===== src/common/decodePkg.sv =====
package decodePkg;

	localparam int aluOpWidth = 5;
	localparam int instrWidth = 32;
	localparam int funct3Width = 3;
	localparam int funct7Width = 7;
	localparam int mem2RegWidth = 2;
	localparam int origPcWidth = 2;

	// major opcodes of the RV32IM base groups
	localparam logic [6:0] opcLoad = 7'b0000011;
	localparam logic [6:0] opcOpImm = 7'b0010011;
	localparam logic [6:0] opcAuipc = 7'b0010111;
	localparam logic [6:0] opcStore = 7'b0100011;
	localparam logic [6:0] opcRType = 7'b0110011;
	localparam logic [6:0] opcLui = 7'b0110111;
	localparam logic [6:0] opcBranch = 7'b1100011;
	localparam logic [6:0] opcJalr = 7'b1100111;
	localparam logic [6:0] opcJal = 7'b1101111;

	// integer funct3
	localparam logic [funct3Width-1:0] funct3AddSub = 3'b000;
	localparam logic [funct3Width-1:0] funct3Sll = 3'b001;
	localparam logic [funct3Width-1:0] funct3Slt = 3'b010;
	localparam logic [funct3Width-1:0] funct3Sltu = 3'b011;
	localparam logic [funct3Width-1:0] funct3Xor = 3'b100;
	localparam logic [funct3Width-1:0] funct3SrlSra = 3'b101;
	localparam logic [funct3Width-1:0] funct3Or = 3'b110;
	localparam logic [funct3Width-1:0] funct3And = 3'b111;

	// M extension funct3
	localparam logic [funct3Width-1:0] funct3Mul = 3'b000;
	localparam logic [funct3Width-1:0] funct3Mulh = 3'b001;
	localparam logic [funct3Width-1:0] funct3Mulhsu = 3'b010;
	localparam logic [funct3Width-1:0] funct3Mulhu = 3'b011;
	localparam logic [funct3Width-1:0] funct3Div = 3'b100;
	localparam logic [funct3Width-1:0] funct3Divu = 3'b101;
	localparam logic [funct3Width-1:0] funct3Rem = 3'b110;
	localparam logic [funct3Width-1:0] funct3Remu = 3'b111;

	localparam logic [funct7Width-1:0] funct7Base = 7'b0000000;
	localparam logic [funct7Width-1:0] funct7Alt = 7'b0100000;
	localparam logic [funct7Width-1:0] funct7MulDiv = 7'b0000001;

	// ALU operation codes seen by the execute stage
	localparam logic [aluOpWidth-1:0] aluAnd = 5'd0;
	localparam logic [aluOpWidth-1:0] aluOr = 5'd1;
	localparam logic [aluOpWidth-1:0] aluXor = 5'd2;
	localparam logic [aluOpWidth-1:0] aluAdd = 5'd3;
	localparam logic [aluOpWidth-1:0] aluSub = 5'd4;
	localparam logic [aluOpWidth-1:0] aluSlt = 5'd5;
	localparam logic [aluOpWidth-1:0] aluSltu = 5'd6;
	localparam logic [aluOpWidth-1:0] aluSll = 5'd7;
	localparam logic [aluOpWidth-1:0] aluSrl = 5'd8;
	localparam logic [aluOpWidth-1:0] aluSra = 5'd9;
	localparam logic [aluOpWidth-1:0] aluLui = 5'd10;
	localparam logic [aluOpWidth-1:0] aluMul = 5'd11;
	localparam logic [aluOpWidth-1:0] aluMulh = 5'd12;
	localparam logic [aluOpWidth-1:0] aluMulhsu = 5'd13;
	localparam logic [aluOpWidth-1:0] aluMulhu = 5'd14;
	localparam logic [aluOpWidth-1:0] aluDiv = 5'd15;
	localparam logic [aluOpWidth-1:0] aluDivu = 5'd16;
	localparam logic [aluOpWidth-1:0] aluRem = 5'd17;
	localparam logic [aluOpWidth-1:0] aluRemu = 5'd18;
	localparam logic [aluOpWidth-1:0] aluNull = 5'd31;

	typedef enum logic [3:0] {
		clsLoad,
		clsOpImm,
		clsAuipc,
		clsStore,
		clsRType,
		clsLui,
		clsBranch,
		clsJalr,
		clsJal,
		clsIllegal
	} instrClass;

	// same word in register format or immediate format
	typedef union packed {
		struct packed {
			logic [funct7Width-1:0] funct7;
			logic [4:0] rs2;
			logic [4:0] rs1;
			logic [funct3Width-1:0] funct3;
			logic [4:0] rd;
			logic [6:0] opcode;
		} r;
		struct packed {
			logic [11:0] imm;
			logic [4:0] rs1;
			logic [funct3Width-1:0] funct3;
			logic [4:0] rd;
			logic [6:0] opcode;
		} i;
	} instrWord;

endpackage


===== src/common/stageIf.sv =====
`timescale 1ns/1ps

// classStage to aluOpStage
interface classIf;
	logic valid;
	logic ready;
	decodePkg::instrClass cls;
	logic [decodePkg::funct3Width-1:0] funct3;
	logic [decodePkg::funct7Width-1:0] funct7;

	modport src (
		output valid,
		output cls,
		output funct3,
		output funct7,
		input ready
	);

	modport dst (
		input valid,
		input cls,
		input funct3,
		input funct7,
		output ready
	);
endinterface

// aluOpStage to ctrlStage
interface opIf;
	logic valid;
	logic ready;
	decodePkg::instrClass cls;
	logic [decodePkg::aluOpWidth-1:0] aluOp;

	modport src (
		output valid,
		output cls,
		output aluOp,
		input ready
	);

	modport dst (
		input valid,
		input cls,
		input aluOp,
		output ready
	);
endinterface


===== src/design/aluOpStage.sv =====
`timescale 1ns/1ps

module aluOpStage (
	input logic clk,
	input logic rst,
	classIf.dst in,
	opIf.src out
);

	decodePkg::instrClass nextCls;
	logic [decodePkg::aluOpWidth-1:0] nextOp;

	// shared by op-imm and reg-reg but sub only exists in reg-reg
	function automatic logic [decodePkg::aluOpWidth-1:0] baseOp(
		input logic [decodePkg::funct3Width-1:0] f3,
		input logic alt,
		input logic subOk
	);
		case (f3)
			decodePkg::funct3AddSub:
				baseOp = (alt && subOk) ? decodePkg::aluSub : decodePkg::aluAdd;
			decodePkg::funct3Sll: baseOp = decodePkg::aluSll;
			decodePkg::funct3Slt: baseOp = decodePkg::aluSlt;
			decodePkg::funct3Sltu: baseOp = decodePkg::aluSltu;
			decodePkg::funct3Xor: baseOp = decodePkg::aluXor;
			decodePkg::funct3SrlSra:
				baseOp = alt ? decodePkg::aluSra : decodePkg::aluSrl;
			decodePkg::funct3Or: baseOp = decodePkg::aluOr;
			default: baseOp = decodePkg::aluAnd;
		endcase
	endfunction

	function automatic logic [decodePkg::aluOpWidth-1:0] mulDivOp(
		input logic [decodePkg::funct3Width-1:0] f3
	);
		case (f3)
			decodePkg::funct3Mul: mulDivOp = decodePkg::aluMul;
			decodePkg::funct3Mulh: mulDivOp = decodePkg::aluMulh;
			decodePkg::funct3Mulhsu: mulDivOp = decodePkg::aluMulhsu;
			decodePkg::funct3Mulhu: mulDivOp = decodePkg::aluMulhu;
			decodePkg::funct3Div: mulDivOp = decodePkg::aluDiv;
			decodePkg::funct3Divu: mulDivOp = decodePkg::aluDivu;
			decodePkg::funct3Rem: mulDivOp = decodePkg::aluRem;
			default: mulDivOp = decodePkg::aluRemu;
		endcase
	endfunction

	assign in.ready = !out.valid || out.ready;

	always_comb
	begin
		nextCls = in.cls;
		// address math for memory, branches and jumps
		nextOp = decodePkg::aluAdd;
		case (in.cls)
			decodePkg::clsLui: nextOp = decodePkg::aluLui;
			decodePkg::clsOpImm:
				nextOp = baseOp(in.funct3, in.funct7 == decodePkg::funct7Alt, 1'b0);
			decodePkg::clsRType:
			begin
				if (in.funct7 == decodePkg::funct7MulDiv)
					nextOp = mulDivOp(in.funct3);
				else if (in.funct7 == decodePkg::funct7Base || in.funct7 == decodePkg::funct7Alt)
					nextOp = baseOp(in.funct3, in.funct7 == decodePkg::funct7Alt, 1'b1);
				else
				begin
					// unknown funct7 demotes the whole instruction
					nextCls = decodePkg::clsIllegal;
					nextOp = decodePkg::aluNull;
				end
			end
			decodePkg::clsIllegal: nextOp = decodePkg::aluNull;
			default: nextOp = decodePkg::aluAdd;
		endcase
	end

	always_ff @(posedge clk)
	begin
		if (rst)
			out.valid <= 1'b0;
		else if (in.ready)
			out.valid <= in.valid;
	end

	always_ff @(posedge clk)
	begin
		if (in.valid && in.ready)
		begin
			out.cls <= nextCls;
			out.aluOp <= nextOp;
		end
	end

	// illegal from either stage carries the null op and nothing else does
	nullOnIllegal: assert property (@(posedge clk) disable iff (rst)
		out.valid |-> ((out.aluOp == decodePkg::aluNull) == (out.cls == decodePkg::clsIllegal)));

endmodule


===== src/design/classStage.sv =====
`timescale 1ns/1ps

module classStage (
	input logic clk,
	input logic rst,
	input logic inValid,
	output logic inReady,
	input decodePkg::instrWord instr,
	classIf.src out
);

	decodePkg::instrClass nextCls;
	logic [decodePkg::funct7Width-1:0] nextFunct7;

	// empty slot or draining downstream
	assign inReady = !out.valid || out.ready;

	always_comb
	begin
		case (instr.r.opcode)
			decodePkg::opcLoad: nextCls = decodePkg::clsLoad;
			decodePkg::opcOpImm: nextCls = decodePkg::clsOpImm;
			decodePkg::opcAuipc: nextCls = decodePkg::clsAuipc;
			decodePkg::opcStore: nextCls = decodePkg::clsStore;
			decodePkg::opcRType: nextCls = decodePkg::clsRType;
			decodePkg::opcLui: nextCls = decodePkg::clsLui;
			decodePkg::opcBranch: nextCls = decodePkg::clsBranch;
			decodePkg::opcJalr: nextCls = decodePkg::clsJalr;
			decodePkg::opcJal: nextCls = decodePkg::clsJal;
			default: nextCls = decodePkg::clsIllegal;
		endcase
	end

	always_comb
	begin
		case (nextCls)
			decodePkg::clsRType: nextFunct7 = instr.r.funct7;
			// upper imm bits pick srli or srai
			decodePkg::clsOpImm: nextFunct7 = instr.i.imm[11:5];
			default: nextFunct7 = '0;
		endcase
	end

	always_ff @(posedge clk)
	begin
		if (rst)
			out.valid <= 1'b0;
		else if (inReady)
			out.valid <= inValid;
	end

	always_ff @(posedge clk)
	begin
		if (inValid && inReady)
		begin
			out.cls <= nextCls;
			out.funct3 <= instr.r.funct3;
			out.funct7 <= nextFunct7;
		end
	end

	// a stalled item must not change before aluOpStage takes it
	stallHold: assert property (@(posedge clk) disable iff (rst)
		out.valid && !out.ready |=> out.valid && $stable(out.cls)
			&& $stable(out.funct3) && $stable(out.funct7));

endmodule


===== src/design/ctrlStage.sv =====
`timescale 1ns/1ps

module ctrlStage (
	input logic clk,
	input logic rst,
	opIf.dst in,
	output logic ctrlValid,
	input logic ctrlReady,
	output logic origA,
	output logic origB,
	output logic regWrite,
	output logic memWrite,
	output logic memRead,
	output logic [decodePkg::mem2RegWidth-1:0] mem2Reg,
	output logic [decodePkg::origPcWidth-1:0] origPc,
	output logic [decodePkg::aluOpWidth-1:0] aluControl
);

	// origA origB regWrite memWrite memRead mem2Reg origPc
	logic [8:0] nextCtrl;

	assign in.ready = !ctrlValid || ctrlReady;

	always_comb
	begin
		case (in.cls)
			decodePkg::clsLoad:
				nextCtrl = {1'b0, 1'b1, 1'b1, 1'b0, 1'b1, 2'd2, 2'd0};
			decodePkg::clsOpImm:
				nextCtrl = {1'b0, 1'b1, 1'b1, 1'b0, 1'b0, 2'd0, 2'd0};
			// pc as operand A
			decodePkg::clsAuipc:
				nextCtrl = {1'b1, 1'b1, 1'b1, 1'b0, 1'b0, 2'd0, 2'd0};
			decodePkg::clsStore:
				nextCtrl = {1'b0, 1'b1, 1'b0, 1'b1, 1'b0, 2'd0, 2'd0};
			decodePkg::clsRType:
				nextCtrl = {1'b0, 1'b0, 1'b1, 1'b0, 1'b0, 2'd0, 2'd0};
			decodePkg::clsLui:
				nextCtrl = {1'b0, 1'b1, 1'b1, 1'b0, 1'b0, 2'd0, 2'd0};
			decodePkg::clsBranch:
				nextCtrl = {1'b0, 1'b0, 1'b0, 1'b0, 1'b0, 2'd0, 2'd1};
			// link value pc+4 goes to rd
			decodePkg::clsJalr:
				nextCtrl = {1'b0, 1'b0, 1'b1, 1'b0, 1'b0, 2'd1, 2'd3};
			decodePkg::clsJal:
				nextCtrl = {1'b0, 1'b0, 1'b1, 1'b0, 1'b0, 2'd1, 2'd2};
			default:
				nextCtrl = '0;
		endcase
	end

	always_ff @(posedge clk)
	begin
		if (rst)
			ctrlValid <= 1'b0;
		else if (in.ready)
			ctrlValid <= in.valid;
	end

	always_ff @(posedge clk)
	begin
		if (in.valid && in.ready)
		begin
			{origA, origB, regWrite, memWrite, memRead, mem2Reg, origPc} <= nextCtrl;
			aluControl <= in.aluOp;
		end
	end

	// load and store never share a cycle on the data port
	noMemConflict: assert property (@(posedge clk) disable iff (rst)
		ctrlValid |-> !(memWrite && memRead));

endmodule


===== src/design/decoderTop.sv =====
`timescale 1ns/1ps

module decoderTop (
	input logic clk,
	input logic rst,
	input logic instrValid,
	output logic instrReady,
	input logic [decodePkg::instrWidth-1:0] instr,
	output logic ctrlValid,
	input logic ctrlReady,
	output logic origA,
	output logic origB,
	output logic regWrite,
	output logic memWrite,
	output logic memRead,
	output logic [decodePkg::mem2RegWidth-1:0] mem2Reg,
	output logic [decodePkg::origPcWidth-1:0] origPc,
	output logic [decodePkg::aluOpWidth-1:0] aluControl
);

	classIf classBus ();
	opIf opBus ();

	// opcode to class
	classStage uClass (
		.clk(clk),
		.rst(rst),
		.inValid(instrValid),
		.inReady(instrReady),
		.instr(decodePkg::instrWord'(instr)),
		.out(classBus.src)
	);

	// funct fields to ALU op
	aluOpStage uAluOp (
		.clk(clk),
		.rst(rst),
		.in(classBus.dst),
		.out(opBus.src)
	);

	// class to control word
	ctrlStage uCtrl (
		.clk(clk),
		.rst(rst),
		.in(opBus.dst),
		.ctrlValid(ctrlValid),
		.ctrlReady(ctrlReady),
		.origA(origA),
		.origB(origB),
		.regWrite(regWrite),
		.memWrite(memWrite),
		.memRead(memRead),
		.mem2Reg(mem2Reg),
		.origPc(origPc),
		.aluControl(aluControl)
	);

endmodule


===== config.mk =====
export PLATFORM = sky130hd
export DESIGN_NAME = decoderTop
export DESIGN_NICKNAME = d
export VERILOG_FILES = /design/src/common/decodePkg.sv /design/src/common/stageIf.sv /design/src/design/aluOpStage.sv /design/src/design/classStage.sv /design/src/design/ctrlStage.sv /design/src/design/decoderTop.sv
export SDC_FILE = /design/constraint.sdc
export NUM_CORES = 1
export LEC_CHECK = 0
export BUFFER_PORTS_ARGS = -buffer_cell sky130_fd_sc_hd__buf_2
export CORE_ASPECT_RATIO = 1.2
export CORE_UTILIZATION = 45
export DETAILED_ROUTE_END_ITERATION = 6
export PLACE_DENSITY = 0.73
export SLEW_MARGIN = 10
export SYNTH_ARGS = -nofsm -noshare
export SYNTH_HDL_FRONTEND = slang
export SYNTH_SLANG_ARGS = --single-unit

===== constraint.sdc =====
create_clock -name clk -period 1.6 [get_ports clk]
set_input_delay 0.32 -clock clk [delete_from_list [all_inputs] [get_ports clk]]
set_output_delay 0.32 -clock clk [all_outputs]
set_load 0.005 [all_outputs]

==> impl_metrics.yaml <==
timing:
  setup_violations: 0
  finalCritPeriodShare_pct: 98.0
  drv_slew: 0
  worst_slew_pin_slew_ns: 0.801
  hold_violations: 0
  slew_headroom_pct: 46.5
  whs_ns: 0.203
  rsz0062_at_grt: "yes"
  finalClockSkew_ns: 0.00580
  timing.fmax_mhz: 638
  finalCriticalPeriod_ns: 1.57
clock_tree:
  cts_tree: "yes"
  clk_latency_ns: 0.29
  cts_max_path_buffers: 2
  cts.clk_slew.worst_paths_ns: 0.07
  postCtsHoldBufs: 0
  h-tree-depth: 2
  clock_sinks: 38
  cts-root-buf: "clkbuf_8"
  cts_made_buffers: 5
grt:
  grt_pass1_wl_um: 5310
  grt_max_degree: 15
  grt_antenna_before_repair: 0
  grt_usage_pct: 16.9
  gr-total-overflow: 0
  grt_pass1_vias: 1246
worst_setup_path:
  cp_top_family: "flip-flops"
  cp_cell_sequence: "buf_6 -> mux2_4 -> o211a_1 -> o41ai_2"
  reg2reg_depth: 4
  crit_type: "flip-flop to flip-flop"
  cp.required_ns: 1.71
  path_depth: 4
  max_stage_delay_ns: 0.51
  path_max_fanout: 8
  arrival_ns: 1.68
  ff2ff_setup_slack_ns: 0.03
  crit_buf_inv: 1
  r2r_start: "uClass.out.funct7[0]$_SDFFCE_PN0P_"
  timing.rr.end: "uAluOp.out.aluOp[3]$_SDFFCE_PN0P_"
  crit_path_end_kind: "flip-flop"
  setup.worst_path.start_class: "flip-flop"
  critPathSlowestCell: "edfxtp_1"
power_and_ir_drop:
  p_leak_uw: 0.000852
  vdd_drop_max_v: 0.000525
  power.total_uw: 2080
  power.density_mw_per_mm2: 899
synth:
  avgSynthCellArea_um2: 12.2
  yosysSeqAreaShare_pct: 59.2
  synth_edf_count: 35
  synth_fp_nets: 190
  synth-compound-area-share_pct: 13.9
  ys_warn_count: 0
  synth_xor_xnor_area_share_pct: 0.933
  synthMuxAreaShare_pct: 0.799
  synthSimpleGateAreaFrac_pct: 20.9
  yosysUniqueCellTypes: 49
  ys_ff_latch: 38
  synth_cells: 154
  synth_flop_cell: "edfxtp_1"
  syn_area_mm2: 0.00188
  synthAdderAreaFrac_pct: 0
  async_reset_ff_share_pct: 0
  synth_top_family_by_area: "simple AND/OR/NAND/NOR gates"
routing:
  vias: 1359
  viasPerCell: 5.33
  drt_wl_total_um: 3260
  dr.pass1.iters: 4
  detail-route-antenna-nets: 0
  drtIter0Drc: 42
  wl_per_cell_um: 12.8
  route.detailed.drc: 0
die:
  initial_utilization_pct: 47.3
  die_w_um: 61.0
  coreArea_mm2: 0.00397
  ios: 52
  fp-row-count: 25
  fp.dieArea_mm2: 0.00444
  chipHeight_um: 72.8
place:
  place.gp.congestion: 0.825
  place_hpwl_um: 2390
  port_buffers: 36
status:
  status: "finished clean"
finish:
  drive_gt1_share_pct: 35.3
  final_nets: 236
  area_growth_pct: 23.3
  final_common_cell: "buf_2"
  layout.cells.most_common_list: "36 x buf_2, 35 x edfxtp_1, 10 x nor2_1, 10 x buf_4"
  insertedDiodeCount: 0
min_path:
  min_to: "uClass.out.funct3[1]$_DFFE_PP_"
  hp-class: "input port to flip-flop"
  hold_depth: 1
  hp-start: "instr[13]"
flow_run:
  drv_cap: 0
-- worst max path at each step --
stage / from / endpoint / slack [ns]
floorplan: uClass.out.funct3[0]$_DFFE_PP_ / uAluOp.out.aluOp[0]$_SDFFCE_PN1P_ / 0.14
global placement: ctrlReady / uCtrl.aluControl[2]$_DFFE_PP_ / 0.01
detailed placement: ctrlReady / uCtrl.aluControl[1]$_DFFE_PP_ / -0.05
CTS: uClass.out.funct3[0]$_DFFE_PP_ / uAluOp.out.aluOp[3]$_SDFFCE_PN0P_ / 0.01
global route: uClass.out.cls[3]$_DFFE_PP_ / uAluOp.out.aluOp[2]$_SDFFCE_PN0P_ / -0.04
finish: uClass.out.funct7[0]$_SDFFCE_PN0P_ / uAluOp.out.aluOp[3]$_SDFFCE_PN0P_ / 0.03
-- area by class of cell --
class | instances | area, µm²
Clock buffer | 6 | 82.6
Clock inverter | 2 | 12.5
Fill cell | 344 | 1660
Inverter | 4 | 15.0
Multi-Input combinational cell | 103 | 748
Sequential cell | 38 | 1110
Tap cell | 54 | 67.6
Timing Repair Buffer | 48 | 278
-- synthesized netlist by cell type (all sizes together) (3+ instances only) --
| cell | number | area share [%] |
|---|---|---|
| a21oi | 9 | 2.4 |
| and2 | 9 | 3.0 |
| buf | 7 | 3.1 |
| dfxtp | 3 | 3.2 |
| edfxtp | 35 | 56 |
| inv | 4 | 0.80 |
| nand2 | 7 | 1.5 |
| nand2b | 4 | 1.3 |
| nand3b | 3 | 1.2 |
| nor2 | 11 | 2.2 |
| nor2b | 6 | 2.0 |
| nor3 | 5 | 1.9 |
| o21ai | 9 | 2.4 |
| or2 | 3 | 1.0 |
-- metrics by stage --
| step | instances | TNS [ns] | setup slack, ns | utilization, % | instance area, µm² |
|---|---|---|---|---|---|
| final | 255 | 0 | 0.0316 | 58.3 | 2310 |
| after global routing | 255 | -0.0728 | -0.0391 | 58.3 | 2310 |
| after CTS | 253 | 0 | 0.0107 | 56.8 | 2260 |
| after detailed placement | 244 | -1.13 | -0.0549 | 53.7 | 2130 |
| after global placement | 244 | 0 | 0.0116 | 53.7 | 2130 |
| after floorplan | 154 | 0 | 0.143 | - | 1880 |
-- kinds of logic (layout without fill, tap and decap cells) --
family / count (synthesis) / after routing
buf+inv: 13 / 60
mux: 1 / 1
simple gates: 62 / 62
flops: 38 / 38
compound gates: 38 / 38
xor+xnor: 2 / 2
-- timing repair --
| item | CTS | global route |
|---|---|---|
| resized for setup | 4 | 10 |
| buffers inserted | 1 | 2 |
| setup endpoints to repair | 28 | 14 |
| pin swaps | 0 | 2 |
-- power breakdown --
group	internal [µW]	leakage, µW	total [µW]	switching, µW
registers	1130	0.000339	1180	45.3
clock network	346	0.0000472	682	336
logic	108	0.000466	220	112
-- state kept, by name, summed over array words and instances, names as in the netlist --
name               count
uCtrl.mem2Reg          1
uCtrl.aluControl       5
uCtrl.memWrite         1
uCtrl.regWrite         1
uClass.out.valid       1
uCtrl.ctrlValid        1
uClass.out.funct3      3
uCtrl.memRead          1
uCtrl.origA            1
uClass.out.funct7      7
uAluOp.out.cls         4
uCtrl.origB            1
uAluOp.out.valid       1
uAluOp.out.aluOp       5
uCtrl.origPc           1
uClass.out.cls         4
-- routing by layer --
layer / up-vias / GRT usage, % / wire length [µm] / share of wire (%)
li1: 668 / - / - / -
met1: 642 / 15.3 / 1220 / 37
met2: 39 / 31.6 / 1800 / 55
met3: 10 / 4.96 / 120 / 3.7
met4: 0 / 9.85 / 117 / 3.6
met5: - / 0 / 0 / 0
(Power assumes the default switching activity.)
